File: src/logic/rom_map_consts.svh
// ROM map constants for the download path and the read slots
// Region bounds in download byte addresses
// SDRAM offsets in 16-bit words, and bus widths

`ifndef ROM_MAP_CONSTS_SVH
`define ROM_MAP_CONSTS_SVH

// Bus widths
`define SDRAM_AW 22
`define SDRAM_DW 32
`define IOCTL_AW 25

// Download byte address bounds
`define MAIN_START 25'h00000
`define SND_START  25'h20000
`define CHAR_START 25'h28000
`define PROM_START 25'h38000
`define PROM_END   25'h38100        // Nothing stored past this

// SDRAM word offsets of each region
`define MAIN_OFFSET 22'h00000
`define SND_OFFSET  22'h10000
`define CHAR_OFFSET 22'h20000      // Relocated, not CHAR_START/2

`endif

File: src/logic/rom_pkg.sv
// Shared types for the ROM read side
// SDRAM word with byte and half views
// Slot request and response structs

`default_nettype none

`include "rom_map_consts.svh"

package rom_pkg;

    // One SDRAM read word
    // Byte 0 is bits 7:0, half 0 is the even 16-bit word
    typedef union packed {
        logic [`SDRAM_DW/8-1:0][7:0]   bytes;
        logic [`SDRAM_DW/16-1:0][15:0] halves;
    } sdram_word_u;

    // Slot to arbiter
    typedef struct packed {
        logic                 req;
        logic [`SDRAM_AW-1:0] addr;    // Even SDRAM word address
    } slot_req_t;

    // Arbiter to slot
    typedef struct packed {
        logic        valid;    // One cycle, loads the slot cache
        sdram_word_u data;
    } slot_resp_t;

endpackage

`default_nettype wire

File: src/logic/dl_remap.sv
// Download byte remapper
// Region decode, SDRAM word address and byte mask
// Holds each SDRAM write until acknowledged, pulses PROM writes

`timescale 1ns/100ps
`default_nettype none

`include "rom_map_consts.svh"

module dl_remap (
    input  logic                 clk,
    input  logic                 reset,
    input  logic [`IOCTL_AW-1:0] ioctl_addr,
    input  logic [7:0]           ioctl_data,
    input  logic                 ioctl_wr,
    input  logic                 sdram_ack,
    output logic [`SDRAM_AW-1:0] prog_addr,
    output logic [7:0]           prog_data,
    output logic [1:0]           prog_mask,
    output logic                 prog_we,
    output logic                 prom_we
);

    logic                 is_sdram;
    logic                 is_prom;
    logic [`IOCTL_AW-1:0] region_start;
    logic [`SDRAM_AW-1:0] region_offset;
    logic [`IOCTL_AW-1:0] rel_addr;
    logic [`SDRAM_AW-1:0] word_addr;

    always_comb begin
        is_sdram = ioctl_addr < `PROM_START;
        is_prom  = ioctl_addr >= `PROM_START && ioctl_addr < `PROM_END;
        if (ioctl_addr >= `PROM_START) begin
            region_start  = `PROM_START;
            region_offset = '0;              // PROM keeps its byte offset
        end else if (ioctl_addr >= `CHAR_START) begin
            region_start  = `CHAR_START;
            region_offset = `CHAR_OFFSET;
        end else if (ioctl_addr >= `SND_START) begin
            region_start  = `SND_START;
            region_offset = `SND_OFFSET;
        end else begin
            region_start  = `MAIN_START;
            region_offset = `MAIN_OFFSET;
        end
    end

    assign rel_addr = ioctl_addr - region_start;

    // Byte offset for the PROM, 16-bit word address for SDRAM
    assign word_addr = is_prom ? rel_addr[`SDRAM_AW-1:0]
                               : rel_addr[`SDRAM_AW:1] + region_offset;

    always_ff @(posedge clk) begin
        if (reset) begin
            prog_we <= 1'b0;
            prom_we <= 1'b0;
        end else begin
            prom_we <= ioctl_wr && is_prom;   // Single cycle strobe
            if (ioctl_wr && is_sdram) begin
                prog_we <= 1'b1;
            end else if (prog_we && sdram_ack) begin
                prog_we <= 1'b0;
            end
        end
    end

    // Write payload, captured with the strobe
    always_ff @(posedge clk) begin
        if (ioctl_wr && (is_sdram || is_prom)) begin
            prog_addr <= word_addr;
            prog_data <= ioctl_data;
            // Active low lanes, odd bytes go high
            if (is_prom) begin
                prog_mask <= 2'b11;
            end else begin
                prog_mask <= ioctl_addr[0] ? 2'b01 : 2'b10;
            end
        end
    end

endmodule

`default_nettype wire

File: src/logic/rom_slot.sv
// ROM read slot
// Slot address to even SDRAM word address
// One cached 32-bit word with its tag, lane select on output
// Request held until the arbiter answers

`timescale 1ns/100ps
`default_nettype none

`include "rom_map_consts.svh"

module rom_slot #(
    parameter int                   DW     = 8,    // 8 or 16
    parameter int                   AW     = 17,
    parameter logic [`SDRAM_AW-1:0] OFFSET = '0    // SDRAM word offset
) (
    input  logic                clk,
    input  logic                reset,
    input  logic                cs,
    input  logic [AW-1:0]       addr,
    input  rom_pkg::slot_resp_t resp,
    output rom_pkg::slot_req_t  req,
    output logic [DW-1:0]       data,
    output logic                ok
);

    // Byte slots address bytes, word slots address halves
    localparam int SHIFT = (DW == 8) ? 1 : 0;

    logic [`SDRAM_AW-1:0] ext_addr;
    logic [`SDRAM_AW-1:0] scaled_addr;
    logic [`SDRAM_AW-1:0] word_addr;
    logic                 hit;
    logic                 miss_start;
    logic                 cache_valid;
    logic [`SDRAM_AW-1:0] cache_tag;
    rom_pkg::sdram_word_u cache_word;
    logic                 pending;
    logic [`SDRAM_AW-1:0] pending_addr;

    assign ext_addr    = {{(`SDRAM_AW-AW){1'b0}}, addr};
    assign scaled_addr = ext_addr >> SHIFT;
    assign word_addr   = {scaled_addr[`SDRAM_AW-1:1], 1'b0} + OFFSET;

    assign hit        = cache_valid && cache_tag == word_addr;
    assign ok         = cs && hit;
    assign miss_start = cs && !hit && !pending;

    assign req.req  = pending;
    assign req.addr = pending_addr;   // Stays fixed while pending

    generate
        if (DW == 8) begin : g_byte_lane
            assign data = cache_word.bytes[addr[1:0]];
        end else begin : g_half_lane
            assign data = cache_word.halves[addr[0]];
        end
    endgenerate

    always_ff @(posedge clk) begin
        if (reset) begin
            pending     <= 1'b0;
            cache_valid <= 1'b0;
        end else if (resp.valid) begin
            pending     <= 1'b0;
            cache_valid <= 1'b1;
        end else if (miss_start) begin
            pending <= 1'b1;
        end
    end

    // Tag comes from the fetched address, not the live one
    always_ff @(posedge clk) begin
        if (resp.valid) begin
            cache_tag  <= pending_addr;
            cache_word <= resp.data;
        end
        if (miss_start) begin
            pending_addr <= word_addr;
        end
    end

endmodule

`default_nettype wire

File: src/logic/sdram_arbiter.sv
// SDRAM read arbiter for three slots
// Fixed priority main, sound, char with a registered grant
// req/ack/data_rdy sequencing and response routing

`timescale 1ns/100ps
`default_nettype none

`include "rom_map_consts.svh"

module sdram_arbiter (
    input  logic                 clk,
    input  logic                 reset,
    input  logic                 downloading,
    input  rom_pkg::slot_req_t   main_req,
    input  rom_pkg::slot_req_t   snd_req,
    input  rom_pkg::slot_req_t   char_req,
    input  logic                 sdram_ack,
    input  logic                 data_rdy,
    input  logic [`SDRAM_DW-1:0] data_read,
    output rom_pkg::slot_resp_t  main_resp,
    output rom_pkg::slot_resp_t  snd_resp,
    output rom_pkg::slot_resp_t  char_resp,
    output logic                 sdram_req,
    output logic [`SDRAM_AW-1:0] sdram_addr,
    output logic                 refresh_en
);

    localparam logic [1:0] ST_IDLE = 2'd0;
    localparam logic [1:0] ST_ACK  = 2'd1;
    localparam logic [1:0] ST_DATA = 2'd2;

    logic [1:0]           state;
    logic [2:0]           grant;       // One-hot: char, snd, main
    logic [2:0]           pick;
    logic [`SDRAM_AW-1:0] pick_addr;
    logic                 start;
    logic                 done;

    always_comb begin
        pick      = 3'b000;
        pick_addr = main_req.addr;
        if (main_req.req) begin
            pick = 3'b001;
        end else if (snd_req.req) begin
            pick      = 3'b010;
            pick_addr = snd_req.addr;
        end else if (char_req.req) begin
            pick      = 3'b100;
            pick_addr = char_req.addr;
        end
    end

    assign start      = state == ST_IDLE && !downloading && pick != 3'b000;
    assign done       = state == ST_DATA && data_rdy;
    assign refresh_en = state == ST_IDLE;

    always_ff @(posedge clk) begin
        if (reset) begin
            state     <= ST_IDLE;
            grant     <= 3'b000;
            sdram_req <= 1'b0;
        end else begin
            case (state)
                ST_IDLE: if (start) begin
                    grant     <= pick;
                    sdram_req <= 1'b1;
                    state     <= ST_ACK;
                end
                ST_ACK: if (sdram_ack) begin
                    sdram_req <= 1'b0;
                    state     <= ST_DATA;
                end
                ST_DATA: if (data_rdy) begin
                    state <= ST_IDLE;
                end
                default: state <= ST_IDLE;
            endcase
        end
    end

    always_ff @(posedge clk) begin
        if (start) sdram_addr <= pick_addr;   // Held through the ack wait
    end

    // Read word goes out only on the granted lane
    always_comb begin
        main_resp.valid = done && grant[0];
        main_resp.data  = data_read;
        snd_resp.valid  = done && grant[1];
        snd_resp.data   = data_read;
        char_resp.valid = done && grant[2];
        char_resp.data  = data_read;
    end

endmodule

`default_nettype wire

File: src/logic/rom_loader_top.sv
// ROM loader top level
// Download remapper, three read slots and the SDRAM arbiter

`timescale 1ns/100ps
`default_nettype none

`include "rom_map_consts.svh"

module rom_loader_top (
    input  logic                 clk,
    input  logic                 reset,
    // Download
    input  logic                 downloading,
    input  logic [`IOCTL_AW-1:0] ioctl_addr,
    input  logic [7:0]           ioctl_data,
    input  logic                 ioctl_wr,
    output logic [`SDRAM_AW-1:0] prog_addr,
    output logic [7:0]           prog_data,
    output logic [1:0]           prog_mask,
    output logic                 prog_we,
    output logic                 prom_we,
    // SDRAM
    input  logic                 sdram_ack,
    input  logic                 data_rdy,
    input  logic [`SDRAM_DW-1:0] data_read,
    output logic                 sdram_req,
    output logic [`SDRAM_AW-1:0] sdram_addr,
    output logic                 refresh_en,
    // Read slots
    input  logic                 main_cs,
    input  logic [16:0]          main_addr,
    output logic [7:0]           main_data,
    output logic                 main_ok,
    input  logic                 snd_cs,
    input  logic [14:0]          snd_addr,
    output logic [7:0]           snd_data,
    output logic                 snd_ok,
    input  logic                 char_cs,
    input  logic [14:0]          char_addr,
    output logic [15:0]          char_data,
    output logic                 char_ok
);

    rom_pkg::slot_req_t  main_req, snd_req, char_req;
    rom_pkg::slot_resp_t main_resp, snd_resp, char_resp;

    dl_remap u_dl_remap (
        .clk        ( clk        ),
        .reset      ( reset      ),
        .ioctl_addr ( ioctl_addr ),
        .ioctl_data ( ioctl_data ),
        .ioctl_wr   ( ioctl_wr   ),
        .sdram_ack  ( sdram_ack  ),
        .prog_addr  ( prog_addr  ),
        .prog_data  ( prog_data  ),
        .prog_mask  ( prog_mask  ),
        .prog_we    ( prog_we    ),
        .prom_we    ( prom_we    )
    );

    rom_slot #(.DW(8), .AW(17), .OFFSET(`MAIN_OFFSET)) u_main_slot (
        .clk   ( clk       ),
        .reset ( reset     ),
        .cs    ( main_cs   ),
        .addr  ( main_addr ),
        .resp  ( main_resp ),
        .req   ( main_req  ),
        .data  ( main_data ),
        .ok    ( main_ok   )
    );

    rom_slot #(.DW(8), .AW(15), .OFFSET(`SND_OFFSET)) u_snd_slot (
        .clk   ( clk      ),
        .reset ( reset    ),
        .cs    ( snd_cs   ),
        .addr  ( snd_addr ),
        .resp  ( snd_resp ),
        .req   ( snd_req  ),
        .data  ( snd_data ),
        .ok    ( snd_ok   )
    );

    // Graphics reads 16-bit words
    rom_slot #(.DW(16), .AW(15), .OFFSET(`CHAR_OFFSET)) u_char_slot (
        .clk   ( clk       ),
        .reset ( reset     ),
        .cs    ( char_cs   ),
        .addr  ( char_addr ),
        .resp  ( char_resp ),
        .req   ( char_req  ),
        .data  ( char_data ),
        .ok    ( char_ok   )
    );

    sdram_arbiter u_arbiter (
        .clk         ( clk         ),
        .reset       ( reset       ),
        .downloading ( downloading ),
        .main_req    ( main_req    ),
        .snd_req     ( snd_req     ),
        .char_req    ( char_req    ),
        .sdram_ack   ( sdram_ack   ),
        .data_rdy    ( data_rdy    ),
        .data_read   ( data_read   ),
        .main_resp   ( main_resp   ),
        .snd_resp    ( snd_resp    ),
        .char_resp   ( char_resp   ),
        .sdram_req   ( sdram_req   ),
        .sdram_addr  ( sdram_addr  ),
        .refresh_en  ( refresh_en  )
    );

endmodule

`default_nettype wire

File: config.mk
export PLATFORM = sky130hd
export DESIGN_NAME = rom_loader_top
export DESIGN_NICKNAME = d
export VERILOG_FILES = /design/src/logic/rom_pkg.sv /design/src/logic/dl_remap.sv /design/src/logic/rom_slot.sv /design/src/logic/sdram_arbiter.sv /design/src/logic/rom_loader_top.sv
export VERILOG_INCLUDE_DIRS = /design/src /design/src/logic
export SDC_FILE = /design/constraint.sdc
export NUM_CORES = 1
export LEC_CHECK = 0
export BUFFER_PORTS_ARGS = -buffer_cell sky130_fd_sc_hd__buf_2
export CORE_MARGIN = 5
export CORE_UTILIZATION = 40
export DETAILED_ROUTE_END_ITERATION = 16
export PLACE_DENSITY = 0.72
export SLEW_MARGIN = 20
export SYNTH_ARGS = -nofsm -noshare
export SYNTH_HDL_FRONTEND = slang
export SYNTH_SLANG_ARGS = --single-unit
File: constraint.sdc
create_clock -name clk -period 7 [get_ports clk]
set_clock_uncertainty 0.15 [all_clocks]
set_input_delay 1.4 -clock clk [delete_from_list [all_inputs] [get_ports clk]]
set_output_delay 1.4 -clock clk [all_outputs]
set_load 0.01 [all_outputs]
Yosys cells after proc, flatten, opt, wreduce, memory -nomap -nowiden
Cells that the tools add are included.
{"block": "totals", "mem_bits_rw": 0, "mem_count": 0, "output_inout_bits": 93, "mem_bits_ro": 0, "input_bits": 121, "elab_cells": 115, "reg_bits": 282, "latch_bits": 0}
{"block": "classes", "eq_ne": 8, "div_mod_pow": 0, "magnitude_cmp": 8, "shifts": 0, "multipliers": 0, "reduce_logical": 41, "addsub": 4, "bitwise": 0, "mux": 29}
{"cell": "$mux 22", "n": 5}
{"cell": "$ge 25x18->1 const B", "n": 3}
{"cell": "$lt 25x18->1 const B", "n": 2}
{"cell": "$mux 16", "n": 3}
{"cell": "$eq 22x22->1", "n": 2}
{"cell": "$mux 18", "n": 2}
{"cell": "$bmux 8 s2", "n": 2}
{"cell": "$logic_and 1x1->1", "n": 23}
{"cell": "$mux 23", "n": 1}
{"cell": "$sub 23x23->23", "n": 1}
{"cell": "$add 22x22->22", "n": 1}
{"cell": "$add 15x18->19 const B", "n": 1}
{"cell": "$add 14x17->18 const B", "n": 1}
{"cell": "$mux 17", "n": 1}
{"cell": "$mux 8", "n": 2}
{"cell": "$eq 15x15->1", "n": 1}
{"cell": "$mux 3", "n": 3}
{"cell": "$mux 2", "n": 4}
{"cell": "$logic_not 1->1", "n": 7}
{"cell": "$lt 2x3->1 const B", "n": 2}
{"cell": "$pmux 2 s3", "n": 1}
{"cell": "$reduce_and 3->1", "n": 2}
{"cell": "$reduce_or 2->1", "n": 3}
{"cell": "$mux 1", "n": 4}
{"cell": "11 further kinds", "n": 13}

Logic depth before layout (Yosys ltp)
Gate-level depths: netlist of run 1.
{"block": "depth", "word_depth": 7, "ltp_mapped": 15, "mapped_depth_nobuf": 14}

Modules after synthesis
From an unflattened synthesis of run 1, not the netlist that was laid out.
{"block": "hier_totals", "hier_cells": 711, "hier_area_um2": 10715.3}
{"mod": "rom_slot (u_main_slot)", "seq_area_each_um2": 1901.8, "area_per_inst_um2": 2361.0, "cells_each": 111, "instances": 1}
{"mod": "rom_slot (u_char_slot)", "seq_area_each_um2": 1841.8, "area_per_inst_um2": 2303.5, "cells_each": 118, "instances": 1}
{"mod": "rom_slot (u_snd_slot)", "seq_area_each_um2": 1781.7, "area_per_inst_um2": 2240.9, "cells_each": 107, "instances": 1}
{"mod": "sdram_arbiter", "seq_area_each_um2": 780.7, "area_per_inst_um2": 2108.3, "cells_each": 230, "instances": 1}
{"mod": "dl_remap", "seq_area_each_um2": 1001.0, "area_per_inst_um2": 1701.6, "cells_each": 145, "instances": 1}

Worst setup path after synthesis of run 1
OpenSTA, ideal clock, no wires.
{"block": "synth_path", "kind": "input port to flip-flop", "startpoint": "input port ioctl_addr[21]", "endpoint": "register u_dl_remap.prog_addr[0], enable pin", "t_required_ps": 6382, "n_path_buf": 1, "stages": 4, "setup_ps": 468, "arrival_time_ps": 4853, "setup_slack_ps": 1530, "cell_sequence": "or4_1 > or4_1 > buf_2 > nor3b_1"}
{"block": "synth_via", "elab_chain_len": 4, "word_cells_on_any_way": 6, "classes_between": "order compare: 3; reduce/logical: 3"}
{"item": "from (decl)", "line": "rom_loader_top.sv:14", "text": "input logic [`IOCTL_AW-1:0] ioctl_addr,"}
{"item": "$ge 25x18->1 (no source line) / $lt 25x18->1 (equally long branches)"}
{"item": "$logic_and 1x1->1 (no source line)"}
{"item": "$logic_or 1x1->1 *", "line": "dl_remap.sv:71", "text": "if (ioctl_wr && (is_sdram || is_prom)) begin"}
{"item": "$logic_and 1x1->1 *", "line": "dl_remap.sv:71"}
{"item": "to (signal assigned)", "line": "dl_remap.sv:72", "text": "prog_addr <= word_addr;"}
{"item": "to (decl)", "line": "dl_remap.sv:17", "text": "output logic [`SDRAM_AW-1:0] prog_addr,"}
Mark *: on every way between the ends. The rest lies on a longest branch, timed or not.
A chain may end at the register's enable or synchronous reset.

Worst setup path in the final report of run 1
{"block": "layout_path", "startpoint": "input port ioctl_addr[21]", "endpoint": "register u_dl_remap.prog_addr[20], data pin"}
{"block": "layout_via", "elab_chain_len": 7, "word_cells_on_any_way": 14, "classes_between": "add/sub: 2; order compare: 4; mux: 7; reduce/logical: 1"}
{"item": "$ge 25x18->1 (no source line)"}
{"item": "$mux 18", "line": "dl_remap.sv:40", "text": "end else if (ioctl_addr >= `SND_START) begin"}
{"item": "$mux 18", "line": "dl_remap.sv:37", "text": "end else if (ioctl_addr >= `CHAR_START) begin"}
{"item": "$mux 23", "line": "dl_remap.sv:34", "text": "if (ioctl_addr >= `PROM_START) begin"}
{"item": "$sub 23x23->23", "line": "dl_remap.sv:49", "text": "assign rel_addr = ioctl_addr - region_start;"}
{"item": "$add 22x22->22", "line": "dl_remap.sv:53", "text": ": rel_addr[`SDRAM_AW:1] + region_offset;"}
{"item": "$mux 22 *", "line": "dl_remap.sv:52", "text": "assign word_addr = is_prom ? rel_addr[`SDRAM_AW-1:0]"}
{"item": "named net u_dl_remap.word_addr[20]", "line": "dl_remap.sv:29", "text": "logic [`SDRAM_AW-1:0] word_addr;"}
The timed path passes the listed nets; every way through them passes the cells marked *.

==> impl_metrics.tcl, run 1 <==
set metrics [dict create \
    cts.sinks 243 \
    dp_hpwl_um 14910 \
    vias 5459 \
    holdCritPathClass "reg2reg" \
    area_growth_pct 23.36 \
    max_freq_ghz 0.2049 \
    layout.cells.non_filler 1109 \
    async_reset_ff_share_pct 0 \
    critPathLaunchType "input pin" \
    initial_core_util_pct 40.26 \
    netSwitchingPower_w 0.0006641 \
    yosysWarningCount 0 \
    fin_tns_setup_ps 0 \
    maxCapViolCount 0 \
    cts_tree "done" \
    p_leak_nw 4.233 \
    end_kind "flip-flop" \
    numPortBuffers 208 \
    cts_inserted_buffers 26 \
    clk_latency_ps 520 \
    grt_overflow_total 0 \
    synth_flop_cell "edfxtp_1" \
    boundaryPins 214 \
    htreeDepth 1 \
    synth_edf_count 229 \
    rows 56 \
    syn_area_um2 9394 \
    place_inst 1059 \
    worstMarginPinSlew_ps 1056 \
    core-area_um2 23330 \
    cp.required_ps 7090 \
    run_status "finished clean" \
    dr.first_iter.drc_count 432 \
    nFillCells 2000 \
    period_needed_ps 4880 \
    root_buffer "clkbuf_16" \
    pwr-share-clk_pct 41.4 \
    die_h_um 163.3 \
    ys_ff_latch 243 \
    cts_buffer_depth 3 \
    ys_types 44 \
    setup_viol 0 \
    synth_seq_area_share_pct 76.19 \
    fin_nets 896 \
    final_antenna_net_count 0 \
    pwr-share-seq_pct 52.7 \
    cellInternalPower_w 0.002451 \
    synth_area_per_cell_um2 17.08 \
    grt_max_degree 49 \
    path_max_fanout 8 \
    cts_hold_buf 0 \
    slew_viol_final 0 \
    clk_pin_slew_ps 60 \
    syn_inst 550 \
    place_congestion 0.8743 \
    drc 0 \
    finalHoldViolCount 0 \
    arrival_ps 4970 \
    power_density_nw_per_um2 268.8 \
    via_per_inst 4.922 \
    ctsResizeCount 0 \
    netSwitchingFraction_pct 21.32 \
    slew-limit-headroom_pct 29.36 \
    grt_pass1_vias 5561 \
    drt-pass1-iter-count 4 \
    post_cts_buffers 0 \
    die-area_um2 26650 \
    comb_power_share_pct 5.9 \
    period_share_pct 69.72 \
    worst_ir_drop_vdd_v 0.0002178 \
    crit_type "in2reg" \
    timing.hold.ws_ps 288.4 \
    antenna_found_initial 3 \
    grt_pass1_wl_um 31510 \
    track_usage_pct 15.36 \
    rsz0062_at_grt "false" \
    drt-total-wl_um 21200 \
    die_width_um 163.3 \
    drt-wirelength-per-cell_um 19.12 \
    drive_gt1_share_pct 37.69 \
    multi_input_area_um2 2093 \
    regArea_um2 7157 \
]
==> per-layer routing <==
layer | wire (um) | part of all wire (%) | track usage, %
met5 | 20 | 0.094 | 0
met4 | 654 | 3.1 | 4.994
met3 | 1658 | 7.8 | 3.735
met2 | 10330 | 49 | 25.51
met1 | 8545 | 40 | 20.03
==> layout make-up <==
cell class | instances | share of cell area (%)
Sequential cell | 243 | 61.76
Multi-Input combinational cell | 273 | 18.06
Timing Repair Buffer | 214 | 9.372
Clock buffer | 32 | 6.079
Tap cell | 319 | 3.444
Clock inverter | 16 | 0.9177
Inverter | 10 | 0.3239
Antenna cell | 2 | 0.04319
==> placed cells by master (no fill, tap or decap), drive strengths merged, types with 7 or more instances in the layout <==
cell | synthesis | final
a21oi | 10 | 10
a22oi | 15 | 15
buf | 11 | 214
clkbuf | 17 | 32
clkinv | 0 | 12
dfxtp | 14 | 14
edfxtp | 229 | 229
inv | 10 | 10
mux2 | 18 | 18
mux4 | 16 | 16
nand2 | 45 | 45
nand4 | 7 | 7
nor2 | 25 | 25
nor4 | 7 | 7
o21ai | 18 | 18
xnor2 | 36 | 36
xor2 | 14 | 14
==> power groups by stage <==
stage	Sequential, W	Combinational [W]	Clock [W]
floorplan	0.00167	0.0000889	0
global placement	0.00167	0.000179	0
detailed placement	0.00167	0.000184	0
CTS	0.00164	0.000185	0.00133
global route	0.00165	0.000200	0.00139
finish	0.00164	0.000182	0.00129
==> worst max-delay path, cell delays in order <==
cell	delay [ps]
buf_2	120
or4_1	530
or4_1	570
nand2b_1	260
inv_1	120
nand2_1	60
ha_1	210
fa_1	400
xnor2_1	170
ha_1	240
fa_1	410
a21boi_0	160
o21ai_0	230
a211oi_2	90
==> cells in the mapped netlist, drive strengths merged, types with 5 or more instances <==
| cell type | number | share of area, % |
|---|---|---|
| edfxtp | 229 | 73 |
| nor2 | 25 | 1.0 |
| nor3 | 5 | 0.27 |
| ha | 5 | 0.67 |
| dfxtp | 14 | 3.0 |
| nor4 | 7 | 0.47 |
| xnor2 | 36 | 3.4 |
| and2 | 5 | 0.33 |
| nand2 | 45 | 1.8 |
| inv | 10 | 0.40 |
| buf | 11 | 0.76 |
| a22oi | 15 | 1.2 |
| clkbuf | 17 | 0.68 |
| a21oi | 10 | 0.53 |
| mux2 | 18 | 2.2 |
| mux4 | 16 | 3.8 |
| o21ai | 18 | 0.96 |
| nand3 | 6 | 0.32 |
| nand4 | 7 | 0.47 |
| xor2 | 14 | 1.3 |
==> state kept, by name, indices dropped and copies added (netlist names), 15 cells and up <==
name	count
u_arbiter.sdram_addr	17
u_char_slot.cache_word	32
u_dl_remap.prog_addr	22
u_main_slot.cache_tag	15
u_main_slot.cache_word	32
u_main_slot.pending_addr	15
u_snd_slot.cache_word	32
==> metrics by stage <==
stage / setup WS, ps / util, % / instance area [um2] / total power [W]
after global placement: 1693 / 46.15 / 10770 / 0.001851
after floorplan: 1530 / - / 9409 / 0.001759
final: 2120 / 49.67 / 11590 / 0.003115
after global routing: 1977 / 49.67 / 11590 / 0.003239
after CTS: 2156 / 49.64 / 11580 / 0.003153
after detailed placement: 1618 / 46.16 / 10770 / 0.001856
==> path summary, 6_finish.rpt <==
check                                          from                                   to  slack [ps]  cells past startpoint
max                                  ioctl_addr[21]   u_dl_remap.prog_addr[20]$_DFFE_PP_        2120                     14
max reg2reg         u_snd_slot.pending$_SDFFE_PP0P_    u_arbiter.sdram_addr[4]$_DFFE_PP_        4540                      3
min reg2reg  u_char_slot.pending_addr[14]$_DFFE_PP_  u_char_slot.cache_tag[14]$_DFFE_PP_         290                      0
min          u_char_slot.pending_addr[14]$_DFFE_PP_  u_char_slot.cache_tag[14]$_DFFE_PP_         290                      0
==> cell families after synthesis <==
kind of cell / Yosys count / synth area share (%)
muxes: 36 / 6.207
adders and majority gates: 7 / 1.092
buffers and inverters: 38 / 1.838
xor gates and xnor gates: 50 / 4.662
other: 1 / 0.03992
and+or+nand+nor: 119 / 6.140
DFF: 243 / 76.19
AOI/OAI and AO/OA: 56 / 3.836
(Power assumes the default switching activity.)
==> run 2: changes to the inputs <==
--- a/config.mk
+++ b/config.mk
@@ -10,7 +10,7 @@
 export CORE_MARGIN = 5
 export CORE_UTILIZATION = 40
 export DETAILED_ROUTE_END_ITERATION = 16
-export PLACE_DENSITY = 0.72
+export PLACE_DENSITY = 0.74
 export SLEW_MARGIN = 20
 export SYNTH_ARGS = -nofsm -noshare
 export SYNTH_HDL_FRONTEND = slang
==> constraint.sdc (replaced) <==
create_clock -name clk -period 4.1 [get_ports clk]
set_clock_uncertainty 0.15 [all_clocks]
set_input_delay 0.82 -clock clk [delete_from_list [all_inputs] [get_ports clk]]
set_output_delay 0.82 -clock clk [all_outputs]
set_load 0.01 [all_outputs]
==> run 2 against run 1 <==
  * Non-clock buffer count increased by 16
  * Critical path type unchanged
  * Clock power increased by 63%
  * Worst hold slack improved by 7.3 ps
  * Final area increased by 0.80%
  * Core utilization increased by 0.40 points
  * Wire length increased by 1.1%
  * Power increased by 68%
  * Combinational power increased by 77%
  * Cell count increased by 0.99%
  * Sequential power increased by 71%
==> impl_metrics.tcl, run 2 (same netlist as run 1, synthesis figures left out) <==
set metrics [dict create \
    run_status "finished clean" \
    startpoint "ioctl_addr[21]" \
    period_share_pct 92.38 \
    reg2reg_depth 3 \
    cts_inserted_buffers 26 \
    numPortBuffers 208 \
    grt_util_met3_pct 2.978 \
    period_needed_ps 3788 \
    cts_tree "done" \
    dr.first_iter.drc_count 365 \
    grt_use_met1_pct 20.28 \
    rr_startpoint "u_arbiter.state[0]$_SDFFE_PP0P_" \
    setup_viol 0 \
    finalHoldViolCount 0 \
    slew_viol_final 0 \
    diodes 0 \
    power_density_nw_per_um2 447.5 \
    dp_hpwl_um 15460 \
    stdcell_area_um2 11680 \
    core-area_um2 23330 \
    area_growth_pct 24.35 \
    post_cts_buffers 0 \
    crit_type "in2reg" \
    maxCapViolCount 0 \
    die_width_um 163.3 \
    via_per_inst 4.921 \
    place_congestion 0.8197 \
    critPathLaunchType "input pin" \
    holdCritPathClass "reg2reg" \
    htreeDepth 1 \
    layout_commonest_cell "edfxtp_1" \
    worstMarginPinSlew_ps 905.9 \
    grt_pass1_wl_um 31710 \
    worst_ir_drop_vdd_v 0.0003498 \
    clk_pin_slew_ps 60 \
    clk_latency_ps 520 \
    arrival_ps 3990 \
    max_freq_ghz 0.2640 \
    utilization_pct 50.06 \
    grt_pass1_vias 5698 \
    cts_buffer_depth 3 \
    boundaryPins 214 \
    p_leak_nw 4.287 \
    final_cell_mix "edfxtp_1, buf_2, nand2_1" \
    final_antenna_net_count 0 \
    slew-limit-headroom_pct 39.38 \
    power_w 0.005228 \
    die-area_um2 26650 \
    place_inst 1075 \
    grt_overflow_total 0 \
    busiest_layer "met2" \
    antenna_found_initial 0 \
    post_dp_cell_area_um2 10920 \
    hold_path_end "u_snd_slot.cache_tag[9]$_DFFE_PP_" \
    drt-total-wl_um 21440 \
    holdPathStages 0 \
    grtUsageMet2_pct 25.89 \
    r2r_slack_ps 1690 \
    cp.required_ps 4300 \
    drive_gt1_share_pct 38.95 \
    fin_tns_setup_ps 0 \
    hp-start "u_snd_slot.pending_addr[9]$_DFFE_PP_" \
    track_usage_pct 15.38 \
    cts.sinks 243 \
    layout.cells.non_filler 1120 \
    rows 56 \
    rsz0062_at_grt "false" \
    timing.rr.end "u_arbiter.sdram_addr[1]$_DFFE_PP_" \
    initial_core_util_pct 40.26 \
    vias 5511 \
    end_kind "flip-flop" \
    fin_nets 912 \
    root_buffer "clkbuf_16" \
    grt_max_degree 49 \
    drt-wirelength-per-cell_um 19.14 \
    drt-pass1-iter-count 4 \
    top_regs "u_char_slot.cache_word (32), u_main_slot.cache_word (32), u_snd_slot.cache_word (32)" \
    drc 0 \
    ctsResizeCount 0 \
    path_max_fanout 2 \
    die_h_um 163.3 \
    cts_hold_buf 0 \
]
## run 2: area by class of cell
type,count,area [um2]
clock buffers,33,698.2
clock inverters,12,63.81
fillers,2008,11650
inverters,10,37.54
multi-input cells,273,2120
flip-flops and latches,243,7157
well taps,319,399.1
repair buffers,230,1206
## run 2: worst max path at each step
stage / end / slack, ps / depth (start not counted)
floorplan: u_dl_remap.prog_addr[20]$_DFFE_PP_ / -60 / 14
global placement: u_dl_remap.prog_addr[20]$_DFFE_PP_ / -150 / 14
detailed placement: u_dl_remap.prog_addr[20]$_DFFE_PP_ / -180 / 14
CTS: u_dl_remap.prog_addr[20]$_DFFE_PP_ / 330 / 14
global route: u_dl_remap.prog_addr[21]$_DFFE_PP_ / 160 / 14
finish: u_dl_remap.prog_addr[20]$_DFFE_PP_ / 310 / 14
## run 2: through the flow
| step | hold WS [ps] | worst slack [ps] |
|---|---|---|
| after floorplan | 267.4 | -63.35 |
| after global placement | 277.6 | -150.5 |
| after detailed placement | 284.8 | -184.8 |
| after CTS | 298.0 | 332.8 |
| after global routing | 303.1 | 164.5 |
| final | 295.7 | 312.5 |
## run 2: power breakdown
group	switching (W)	leakage (nW)	internal (W)
Combinational	0.000182	1.72	0.000142
Sequential	0.0000323	2.20	0.00278
Clock	0.000902	0.362	0.00120
Total	0.00112	4.29	0.00411
## run 2: worst max-delay path: stages
cell and delay, ps:
buf_2 110, or4_1 540, or4_1 450, nand2b_4 170, inv_2 50, nand2_1 40, ha_2 200, fa_2 390
xnor2_2 160, ha_2 200, fa_2 360, a21boi_1 150, and4_4 180, a211oi_2 180
## run 2: routing by layer
metal / share of wire, % / vias up
met5: 0 / -
met4: 2.4 / 0
met3: 6.9 / 31
met2: 49 / 219
met1: 42 / 2718
li1: - / 2543
